`src/common/uart_cmd_pkg.sv`:
```
package uart_cmd_pkg;

  // start bit, eight data bits, odd parity and stop bit.
  localparam int FRAME_BITS = 11;

  // meaning of a host command word.
  typedef struct packed {
    logic       wr;    // 1 for a write, 0 for a read.
    logic [6:0] addr;
    logic [7:0] wdata;
  } cmd_fields_t;

  // the same word as it goes out on the line, high byte first.
  typedef struct packed {
    logic [7:0] hi;
    logic [7:0] lo;
  } cmd_bytes_t;

  typedef union packed {
    cmd_fields_t fields;
    cmd_bytes_t  bytes;
  } cmd_word_u;

  // reply to a read command.
  typedef struct packed {
    logic [7:0] data;
    logic       parity_err; // bad parity or a low stop bit.
    logic       timeout;    // no start bit inside the reply window.
  } rd_resp_t;

  // what the shared down-counter is timing.
  typedef enum logic [1:0] {
    TM_BIT,  // one bit period, reloads on its own.
    TM_GAP,  // pause between the two command frames.
    TM_WAIT  // window in which the reply has to start.
  } timer_mode_e;

endpackage

```
`src/baud_timer.sv`:
```
`timescale 1ns/1ps

module baud_timer
  import uart_cmd_pkg::*;
#(
  parameter int CLKS_PER_BIT = 434,
  parameter int GAP_CYCLES   = 100,
  parameter int RESP_TIMEOUT = 4096
) (
  input  logic        clk,
  input  logic        rst_n,
  input  logic        start,
  input  timer_mode_e mode,
  output logic        bit_tick,
  output logic        done
);

  localparam int MAX_GB = (GAP_CYCLES > CLKS_PER_BIT) ? GAP_CYCLES : CLKS_PER_BIT;
  localparam int MAX_LOAD = (RESP_TIMEOUT > MAX_GB) ? RESP_TIMEOUT : MAX_GB;
  localparam int CW = $clog2(MAX_LOAD + 1);

  logic [CW-1:0] cnt;
  logic [CW-1:0] load;
  timer_mode_e   mode_q;
  logic          run;
  logic          at_end;

  // the gap loses three cycles to the done and start strobes around it.
  always_comb
  begin
    case (mode)
      TM_BIT:  load = CW'(CLKS_PER_BIT - 1);
      TM_GAP:  load = CW'(GAP_CYCLES - 3);
      default: load = CW'(RESP_TIMEOUT - 1);
    endcase
  end

  assign at_end   = run & (cnt == '0);
  assign bit_tick = at_end & (mode_q == TM_BIT);
  assign done     = at_end & (mode_q != TM_BIT);

  always_ff @(posedge clk or negedge rst_n)
  begin
    if (!rst_n)
    begin
      cnt    <= '0;
      mode_q <= TM_BIT;
      run    <= 1'b0;
    end
    else if (start)
    begin
      cnt    <= load;
      mode_q <= mode;
      run    <= 1'b1;
    end
    else if (run)
    begin
      if (cnt != '0)
        cnt <= cnt - 1'b1;
      else if (mode_q == TM_BIT)
        cnt <= CW'(CLKS_PER_BIT - 1); // free-running bit clock.
      else
        run <= 1'b0;
    end
  end

endmodule

```
`src/uart_tx_frame.sv`:
```
`timescale 1ns/1ps

module uart_tx_frame
  import uart_cmd_pkg::*;
(
  input  logic       clk,
  input  logic       rst_n,
  input  logic       start,
  input  logic [7:0] byte_in,
  input  logic       bit_tick,
  output logic       tx,
  output logic       done
);

  logic [FRAME_BITS-1:0] shreg;
  logic                  busy;
  logic [3:0]            bit_cnt;
  logic                  last;

  assign last = (bit_cnt == 4'(FRAME_BITS - 1));
  assign done = busy & bit_tick & last; // the stop bit ends on this tick.

  // ones are shifted in behind the frame, so the line rests high.
  assign tx = shreg[0];

  always_ff @(posedge clk or negedge rst_n)
  begin
    if (!rst_n)
    begin
      shreg   <= '1;
      busy    <= 1'b0;
      bit_cnt <= '0;
    end
    else if (start)
    begin
      // odd parity bit makes the count of ones over data and parity odd.
      shreg   <= {1'b1, ~^byte_in, byte_in, 1'b0};
      busy    <= 1'b1;
      bit_cnt <= '0;
    end
    else if (busy && bit_tick)
    begin
      shreg   <= {1'b1, shreg[FRAME_BITS-1:1]};
      bit_cnt <= bit_cnt + 1'b1;
      if (last)
        busy <= 1'b0;
    end
  end

endmodule

```
`src/uart_rx_frame.sv`:
```
`timescale 1ns/1ps

module uart_rx_frame
  import uart_cmd_pkg::*;
#(
  parameter int CLKS_PER_BIT = 434
) (
  input  logic       clk,
  input  logic       rst_n,
  input  logic       arm,
  input  logic       rx,
  output logic       started,
  output logic       done,
  output logic [7:0] data,
  output logic       parity_err
);

  localparam int CW = $clog2(CLKS_PER_BIT + 1);
  localparam logic [CW-1:0] FULL = CW'(CLKS_PER_BIT - 1);
  localparam logic [CW-1:0] HALF = CW'(CLKS_PER_BIT / 2 - 1);

  logic [2:0]    sync;    // two synchronizer stages and one for edge detection.
  logic          fall;
  logic          busy;
  logic [CW-1:0] cnt;
  logic [3:0]    bit_cnt; // 0 is the start bit, 10 the stop bit.

  assign fall    = sync[2] & ~sync[1];
  assign started = arm & ~busy & fall;

  always_ff @(posedge clk or negedge rst_n)
  begin
    if (!rst_n)
    begin
      sync       <= 3'b111;
      busy       <= 1'b0;
      cnt        <= '0;
      bit_cnt    <= '0;
      done       <= 1'b0;
      data       <= '0;
      parity_err <= 1'b0;
    end
    else
    begin
      sync <= {sync[1:0], rx};
      done <= 1'b0;
      if (started)
      begin
        busy    <= 1'b1;
        cnt     <= HALF; // first sample lands in the middle of the start bit.
        bit_cnt <= '0;
      end
      else if (busy)
      begin
        if (cnt != '0)
        begin
          cnt <= cnt - 1'b1;
        end
        else
        begin
          cnt     <= FULL;
          bit_cnt <= bit_cnt + 1'b1;
          if (bit_cnt inside {[4'd1:4'd8]})
            data <= {sync[1], data[7:1]}; // LSB arrives first.
          else if (bit_cnt == 4'd9)
            parity_err <= ~^{data, sync[1]};
          else if (bit_cnt == 4'(FRAME_BITS - 1))
          begin
            // a low stop bit is reported as a parity error too.
            parity_err <= parity_err | ~sync[1];
            busy       <= 1'b0;
            done       <= 1'b1;
          end
        end
      end
      else if (arm)
      begin
        data       <= '0; // a timed-out read reports zero.
        parity_err <= 1'b0;
      end
    end
  end

endmodule

```
`src/uart_ctrl_fsm.sv`:
```
`timescale 1ns/1ps

module uart_ctrl_fsm
  import uart_cmd_pkg::*;
(
  input  logic        clk,
  input  logic        rst_n,
  input  logic        cmd_vld,
  input  logic        cmd_wr,
  output logic        cmd_rdy,
  output logic        tmr_start,
  output timer_mode_e tmr_mode,
  input  logic        tmr_done,
  output logic        tx_start,
  output logic        tx_byte_sel,
  input  logic        tx_done,
  output logic        rx_arm,
  input  logic        rx_started,
  input  logic        rx_done,
  output logic        cmd_latch,
  output logic        resp_vld,
  output logic        resp_timeout
);

  typedef enum logic [2:0] {
    ST_IDLE,
    ST_SEND_HI,
    ST_GAP,
    ST_SEND_LO,
    ST_AWAIT,
    ST_RECV,
    ST_RESP
  } state_e;

  state_e state;

  assign cmd_latch = cmd_vld & cmd_rdy; // handshake completes on this edge.

  always_ff @(posedge clk or negedge rst_n)
  begin
    if (!rst_n)
    begin
      state        <= ST_IDLE;
      cmd_rdy      <= 1'b1;
      tmr_start    <= 1'b0;
      tmr_mode     <= TM_BIT;
      tx_start     <= 1'b0;
      tx_byte_sel  <= 1'b0;
      rx_arm       <= 1'b0;
      resp_vld     <= 1'b0;
      resp_timeout <= 1'b0;
    end
    else
    begin
      tmr_start <= 1'b0; // strobes last a single cycle.
      tx_start  <= 1'b0;
      resp_vld  <= 1'b0;
      case (state)
        ST_IDLE:
        begin
          if (cmd_latch)
          begin
            cmd_rdy      <= 1'b0;
            tx_start     <= 1'b1;
            tx_byte_sel  <= 1'b0; // high byte goes first.
            tmr_start    <= 1'b1;
            tmr_mode     <= TM_BIT;
            resp_timeout <= 1'b0;
            state        <= ST_SEND_HI;
          end
        end
        ST_SEND_HI:
        begin
          if (tx_done)
          begin
            tmr_start <= 1'b1;
            tmr_mode  <= TM_GAP;
            state     <= ST_GAP;
          end
        end
        ST_GAP:
        begin
          if (tmr_done)
          begin
            tx_start    <= 1'b1;
            tx_byte_sel <= 1'b1;
            tmr_start   <= 1'b1;
            tmr_mode    <= TM_BIT;
            state       <= ST_SEND_LO;
          end
        end
        ST_SEND_LO:
        begin
          if (tx_done)
          begin
            if (cmd_wr)
            begin
              cmd_rdy <= 1'b1;
              state   <= ST_IDLE;
            end
            else
            begin
              // the receiver and the reply window open together.
              rx_arm    <= 1'b1;
              tmr_start <= 1'b1;
              tmr_mode  <= TM_WAIT;
              state     <= ST_AWAIT;
            end
          end
        end
        ST_AWAIT:
        begin
          // a start edge in the last cycle of the window still counts.
          if (rx_started)
          begin
            rx_arm <= 1'b0;
            state  <= ST_RECV;
          end
          else if (tmr_done)
          begin
            rx_arm       <= 1'b0;
            resp_timeout <= 1'b1;
            resp_vld     <= 1'b1;
            state        <= ST_RESP;
          end
        end
        ST_RECV:
        begin
          if (rx_done)
          begin
            resp_vld <= 1'b1;
            state    <= ST_RESP;
          end
        end
        ST_RESP:
        begin
          cmd_rdy <= 1'b1;
          state   <= ST_IDLE;
        end
        default:
        begin
          state <= ST_IDLE;
        end
      endcase
    end
  end

endmodule

```
`src/uart_cmd_master.sv`:
```
`timescale 1ns/1ps

module uart_cmd_master
  import uart_cmd_pkg::*;
#(
  parameter int CLKS_PER_BIT = 434,
  parameter int GAP_CYCLES   = 100,
  parameter int RESP_TIMEOUT = 4096
) (
  input  logic      clk,
  input  logic      rst_n,
  input  cmd_word_u cmd_in,
  input  logic      cmd_vld,
  output logic      cmd_rdy,
  output logic      tx,
  input  logic      rx,
  output rd_resp_t  resp,
  output logic      resp_vld
);

  cmd_word_u   cmd_q;
  logic        cmd_latch;
  logic        tmr_start;
  timer_mode_e tmr_mode;
  logic        tmr_done;
  logic        bit_tick;
  logic        tx_start;
  logic        tx_byte_sel;
  logic [7:0]  tx_byte;
  logic        tx_done;
  logic        rx_arm;
  logic        rx_started;
  logic        rx_done;
  logic [7:0]  rx_data;
  logic        rx_perr;
  logic        resp_timeout;

  // the command is held here until the next acceptance.
  always_ff @(posedge clk)
  begin
    if (cmd_latch)
      cmd_q <= cmd_in;
  end

  assign tx_byte = tx_byte_sel ? cmd_q.bytes.lo : cmd_q.bytes.hi;
  assign resp    = '{data: rx_data, parity_err: rx_perr, timeout: resp_timeout};

  uart_ctrl_fsm u_fsm (
    .clk          (clk),
    .rst_n        (rst_n),
    .cmd_vld      (cmd_vld),
    .cmd_wr       (cmd_q.fields.wr),
    .cmd_rdy      (cmd_rdy),
    .tmr_start    (tmr_start),
    .tmr_mode     (tmr_mode),
    .tmr_done     (tmr_done),
    .tx_start     (tx_start),
    .tx_byte_sel  (tx_byte_sel),
    .tx_done      (tx_done),
    .rx_arm       (rx_arm),
    .rx_started   (rx_started),
    .rx_done      (rx_done),
    .cmd_latch    (cmd_latch),
    .resp_vld     (resp_vld),
    .resp_timeout (resp_timeout)
  );

  baud_timer #(
    .CLKS_PER_BIT (CLKS_PER_BIT),
    .GAP_CYCLES   (GAP_CYCLES),
    .RESP_TIMEOUT (RESP_TIMEOUT)
  ) u_timer (
    .clk      (clk),
    .rst_n    (rst_n),
    .start    (tmr_start),
    .mode     (tmr_mode),
    .bit_tick (bit_tick),
    .done     (tmr_done)
  );

  uart_tx_frame u_tx (
    .clk      (clk),
    .rst_n    (rst_n),
    .start    (tx_start),
    .byte_in  (tx_byte),
    .bit_tick (bit_tick),
    .tx       (tx),
    .done     (tx_done)
  );

  uart_rx_frame #(
    .CLKS_PER_BIT (CLKS_PER_BIT)
  ) u_rx (
    .clk        (clk),
    .rst_n      (rst_n),
    .arm        (rx_arm),
    .rx         (rx),
    .started    (rx_started),
    .done       (rx_done),
    .data       (rx_data),
    .parity_err (rx_perr)
  );

endmodule

```
`config.mk`:
```
export PLATFORM = sky130hd
export DESIGN_NAME = uart_cmd_master
export DESIGN_NICKNAME = d
export VERILOG_FILES = /design/src/common/uart_cmd_pkg.sv /design/src/baud_timer.sv /design/src/uart_tx_frame.sv /design/src/uart_rx_frame.sv /design/src/uart_ctrl_fsm.sv /design/src/uart_cmd_master.sv
export SDC_FILE = /design/constraint.sdc
export NUM_CORES = 1
export LEC_CHECK = 0
export ABC_AREA = 1
export BUFFER_PORTS_ARGS = -buffer_cell sky130_fd_sc_hd__buf_4
export CAP_MARGIN = 40
export CORE_MARGIN = 2
export CORE_UTILIZATION = 60
export CTS_CLUSTER_SIZE = 14
export DETAILED_ROUTE_END_ITERATION = 12
export PLACE_DENSITY_LB_ADDON = 0.25
export SLEW_MARGIN = 20
export SYNTH_ARGS = -nofsm -noshare
export SYNTH_HDL_FRONTEND = slang
export SYNTH_SLANG_ARGS = --single-unit
```
`constraint.sdc`:
```
create_clock -name clk -period 3.8 [get_ports clk]
set_input_delay 0 -clock clk [delete_from_list [all_inputs] [get_ports clk]]
set_output_delay 0 -clock clk [all_outputs]
set_load 0.005 [all_outputs]
```
**Word level (Yosys, flattened, before mapping)**

Cells that the tools add are included.
Widths: inputs -> output; s select.

- Flip-flop bits (word level): 87
- Bits of input ports: 20
- Logic and storage cells: 183

- Add/sub/neg operators: 4
- $lt $le $gt $ge: 2
- Equality and inequality tests: 25
- Multiplexer cells: 83
- Bitwise gates (word level): 13
- Reduce and logical (&&, ||, !) cells: 33

Operator list:

| operator | number |
|---|---|
| $mux 13 | 4 |
| $mux 1 | 41 |
| $mux 8 | 5 |
| $mux 9 | 3 |
| $mux 3 | 8 |
| $ne 2x2->1 const B | 12 |
| $pmux 12 s2 | 1 |
| $mux 11 | 2 |
| $mux 4 | 5 |
| $pmux 3 s6 | 1 |
| $reduce_bool 2->1 | 9 |
| $reduce_and 4->1 | 4 |
| $logic_not 13->1 | 1 |
| $reduce_bool 13->1 | 1 |
| $sub 13x1->13 const B | 1 |
| $eq 4x4->1 const B | 3 |
| $reduce_and 6->1 | 2 |
| $mux 2 | 5 |
| $pmux 1 s2 | 5 |
| $and 1x1->1 | 9 |
| $eq 3x3->1 const B | 3 |
| $reduce_bool 9->1 | 1 |
| $reduce_xnor 9->1 | 1 |
| $sub 9x1->9 const B | 1 |
| 22 further kinds | 32 |

**Logic depth before layout (Yosys ltp)**

- Depth in word-level cells: 7
- Depth in mapped cells: 13
- Depth with buffers taken out: 13

**Cells and area by module**

Synthesis repeated with hierarchy kept, for this count alone.

- Cells, all modules: 635
- Area, all modules: 4,994.8 um^2

Modules (own cells, without submodules):

| module | times used | cells an instance | area an instance (um^2) |
|---|---|---|---|
| uart_rx_frame | 1 | 205 | 1,644.1 |
| baud_timer | 1 | 170 | 1,134.8 |
| uart_tx_frame | 1 | 128 | 913.4 |
| uart_ctrl_fsm | 1 | 88 | 701.9 |
| uart_cmd_master | 1 | 44 | 600.6 |

**Worst setup path after synthesis**

No wires, ideal clock.

- Path kind: register to register
- From: register u_timer.cnt[0]
- To: register u_tx.shreg[3]
- Setup time: 82 ps
- Data arrival time: 1,561 ps
- Required time: 3,718 ps
- Path slack: 2,157 ps
- Stages on the path, launching flop included: 9
- Path buffers: 1
- Period minus slack after synthesis: 1,643 ps
- Path through: dfrtp_1 > inv_1 > ha_1 > nand2_1 > nor2_4 > nand3_4 > nand2_1 > buf_6 > mux2_2

- Longest elaborated chain between the ends: 5

Ends and longest elaborated chain:

| what | RTL line | RTL |
|---|---|---|
| start: declaration | baud_timer.sv:22 | `logic [CW-1:0] cnt;` |
| start signal: assignment | baud_timer.sv:52 | `cnt <= load;` |
| start signal: assignment | baud_timer.sv:59 | `cnt <= cnt - 1'b1;` |
| start signal: assignment | baud_timer.sv:61 | `cnt <= CW'(CLKS_PER_BIT - 1);` |
| $logic_not 13->1 | baud_timer.sv:38 | `assign at_end = run & (cnt == '0);` |
| $and 1x1->1 | baud_timer.sv:38 |  |
| $and 1x1->1 | baud_timer.sv:39 | `assign bit_tick = at_end & (mode_q == TM_BIT);` |
| $logic_and 1x1->1 | uart_tx_frame.sv:41 | `else if (busy && bit_tick)` |
| $reduce_bool 2->1 (no line) | - |  |
| end signal: assignment | uart_tx_frame.sv:37 | `shreg <= {1'b1, ~^byte_in, byte_in, 1'b0};` |
| end signal: assignment | uart_tx_frame.sv:43 | `shreg <= {1'b1, shreg[FRAME_BITS-1:1]};` |
| end: declaration | uart_tx_frame.sv:15 | `logic [FRAME_BITS-1:0] shreg;` |

Every way passes these cells.
A chain may end at the register's enable or synchronous reset.

**Worst setup path after layout**

- From: register u_timer.cnt[0]
- To: register u_timer.cnt[0]

- Longest elaborated chain between the ends: 4

Ends and longest elaborated chain:

| what | RTL line | RTL |
|---|---|---|
| $sub 13x1->13 or $reduce_bool 13->1 (tied branches) | baud_timer.sv:59, baud_timer.sv:58 |  |
| $mux 13 | baud_timer.sv:58 | `if (cnt != '0)` |
| $mux 13 | baud_timer.sv:56 | `else if (run)` |
| $mux 13 | baud_timer.sv:50 | `else if (start)` |

Several ways; a longest one is shown, not always the timed one. The select of a mux whose other input is x is not followed.

==> impl_metrics.json <==
{
  "outcome": "finished clean",
  "area_growth_pct": 15.2,
  "synth_edf_count": 16,
  "cts_root_buf": "clkbuf_8",
  "p_total_mw": 1.64,
  "post-route-util_pct": 72.1,
  "grt_overflow_total": 0,
  "grt_max_degree": 56,
  "io_pins": 33,
  "cp-startpoint": "u_timer.cnt[0]$_DFFE_PN0P_",
  "drt_iter0_drc": 253,
  "cts_buffers": 9,
  "timing.max_cap.violations": 0,
  "num_rows": 31,
  "critPathBufInv": 2,
  "slowest_stage": "dfrtp_1",
  "path_clk_slew_ns": 0.09,
  "fin_crit_ns": 2.11,
  "layoutNonFillerInstCount": 705,
  "syn-cell-area_sq_um": 4590,
  "placedCellCount": 671,
  "end_kind": "register",
  "timing.slew.headroom_pct": 49.8,
  "antenna_found_initial": 0,
  "cp_cell_sequence": "inv_1 -> ha_1 -> nand2_1 -> nor2_1 -> nand4_1 -> nand2_1 -> clkinv_1 -> o21ai_0 -> o21ai_0",
  "reg2reg_from": "u_timer.cnt[0]$_DFFE_PN0P_",
  "antenna_cells": 0,
  "coreArea_sq_um": 7330,
  "holdWs_ns": 0.0302,
  "setup_viol": 0,
  "cts_sinks": 86,
  "htree_levels": 3,
  "synth_seq_cells": 86,
  "drcViolationCount": 0,
  "yosysUniqueCellTypes": 39,
  "ys_seq_area_share_pct": 49.1,
  "drt_pass1_iterations": 5,
  "hp-class": "in2async",
  "cts_tree": "yes",
  "gp_congestion": 0.922,
  "clk_path_buf_depth": 2,
  "power_density_nw_per_um2": 311,
  "antenna_left": 0,
  "worstPathRequired_ns": 4.04,
  "critical_path.max_fanout": 12,
  "netlist_instances": 550,
  "yosysWarnings": 0,
  "post_cts_buffers": 0,
  "vias": 3777,
  "layout_commonest_cell": "nand2_1",
  "wire_per_inst_um": 13.1,
  "ys.flop_type": "dfrtp_1",
  "dieWidth_um": 91.4,
  "fillCellCount": 557,
  "io_buffers": 32,
  "power_leakage_nw": 2.58,
  "worstMarginPinSlew_ns": 0.753,
  "peakVddDrop_mv": 0.234,
  "clock_skew_ns": 0.00947,
  "drive_gt1_share_pct": 15.7,
  "path_delay_family": "simple AND/OR/NAND/NOR gates",
  "detailed_place_hpwl_um": 6600,
  "critPathLaunchType": "register",
  "start_util_pct": 62.6,
  "cts_resized": 0,
  "syn_avg_cell_area_sq_um": 8.34,
  "async_reset_ff_share_pct": 81.4,
  "layout_common_cells": "nand2_1 (146), inv_1 (68), dfrtp_1 (56)",
  "die_y_um": 91.4,
  "synth_fp_nets": 579,
  "grt_setup_unrepaired": "false",
  "die_area_sq_um": 8360,
  "setup_tns_ns": 0,
  "grt_pass1_vias": 3779,
  "max_freq_ghz": 0.473,
  "slowest_delay_ns": 0.39,
  "viasPerCell": 5.36,
  "fin_crit_sh_pct": 55.6,
  "critical_path_class": "reg2reg",
  "clk_latency_ns": 0.36,
  "finalHoldViolCount": 0,
  "routed_wl_um": 9230,
  "track_usage_pct": 23.8,
  "grt_first_pass_wirelength_um": 16200,
  "drv_slew": 0,
  "layout.nets": 630,
  "arrival_ns": 2.35
}
## cell families after synthesis
kind of cell | Yosys count | synth area share, %
xor+xnor | 16 | 3.06
mux | 6 | 1.47
fa+ha+maj | 9 | 2.46
flops | 86 | 49.1
simple gates | 258 | 24.3
compound gates | 94 | 12.3
buf+inv | 81 | 7.42
## metrics by stage
| step | setup WS (ns) | instance area, sq um |
|---|---|---|
| 2_1_floorplan | 2.16 | 4590 |
| 3_3_place_gp | 1.84 | 4870 |
| 3_5_place_dp | 1.74 | 4900 |
| 4_1_cts | 1.72 | 5280 |
| 5_1_grt | 1.43 | 5280 |
| 6_report | 1.69 | 5280 |
## cell type report
class                           instances  area (sq um)  share of cell area [%]
Sequential cell                        86          2250                    42.6
Multi-Input combinational cell        383          2000                    37.8
Timing Repair Buffer                   51           448                    8.48
Inverter                               70           263                    4.97
Clock buffer                            9           124                    2.34
Tap cell                               99           124                    2.34
Clock inverter                          7          78.8                    1.49
## metal layers
metal	up-vias	GRT usage, %	routed length [um]
met3	13	5.56	401
met1	1797	28.8	3990
met2	81	42.4	4730
met5	-	0	0
met4	0	6.69	114
li1	1886	-	-
## state kept, by name, indices dropped and copies added, names as in the netlist, 2 cells and up
| register | flops |
|---|---|
| u_rx.bit_cnt | 4 |
| u_rx.cnt | 9 |
| u_fsm.tmr_mode | 2 |
| u_rx.data | 8 |
| u_timer.mode_q | 2 |
| u_tx.shreg | 10 |
| u_tx.bit_cnt | 4 |
| cmd_q | 16 |
| u_timer.cnt | 13 |
| u_rx.sync | 3 |
| u_fsm.state | 3 |
## where the power goes
group | internal, mW | switching (mW) | total [mW]
registers | 0.942 | 0.00134 | 0.943
logic | 0.0279 | 0.0212 | 0.0491
clock network | 0.313 | 0.340 | 0.653
## worst register-to-register path: cells and delay by family, from the launching register on
| family | cells | cell delay, ns |
|---|---|---|
| and+or+nand+nor | 4 | 0.63 |
| DFF | 1 | 0.39 |
| adders and majority gates | 1 | 0.21 |
| AOI/OAI and AO/OA | 2 | 0.27 |
| buffers and inverters | 2 | 0.51 |
## timing repair
item | 4_1_cts | 5_1_grt
hold endpoints to repair | 78 | 0
setup endpoints to repair | 0 | 0
hold buffers | 18 | 0
## final timing paths
path                                                 end  slack [ns]  cells past startpoint
setup / recovery              u_timer.cnt[0]$_DFFE_PN0P_        1.69                      9
hold / removal               u_tx.bit_cnt[0]$_DFFE_PN0P_        0.03                      2
setup reg to reg              u_timer.cnt[0]$_DFFE_PN0P_        1.69                      9
hold reg to reg                   u_rx.sync[1]$_DFF_PN1_        0.36                      0
max in group asynchronous      u_fsm.cmd_rdy$_DFFE_PN1P_        3.19                      3
min in group clk           u_fsm.tx_byte_sel$_DFFE_PN0P_        0.09                      4
## synth_stat cells (2+ instances only)
library cell	number	area [sq um]
nor2_4	2	22.5
a22oi_1	3	22.5
nand3b_1	3	22.5
o21ai_0	50	250
o221ai_1	2	17.5
xnor2_1	5	43.8
a31oi_1	2	12.5
inv_1	68	255
o21ai_2	10	87.6
o21ai_1	2	10.0
ha_1	9	113
a21boi_0	2	15.0
a21oi_2	2	17.5
nor3_1	7	35.0
dfstp_2	14	368
dfrtp_1	56	1400
nand3_1	30	150
buf_2	2	10.0
nor2_2	5	31.3
nand4_1	8	50.1
buf_6	3	33.8
nand2_2	2	12.5
a21oi_1	16	80.1
buf_4	3	22.5
edfxtp_1	16	480
nand2_1	146	548
nor2_1	52	195
o22ai_1	2	12.5
mux2_2	6	67.6
clkbuf_1	3	11.3
xor2_1	11	96.3
No activity file was read; power rests on OpenSTA's default activity.
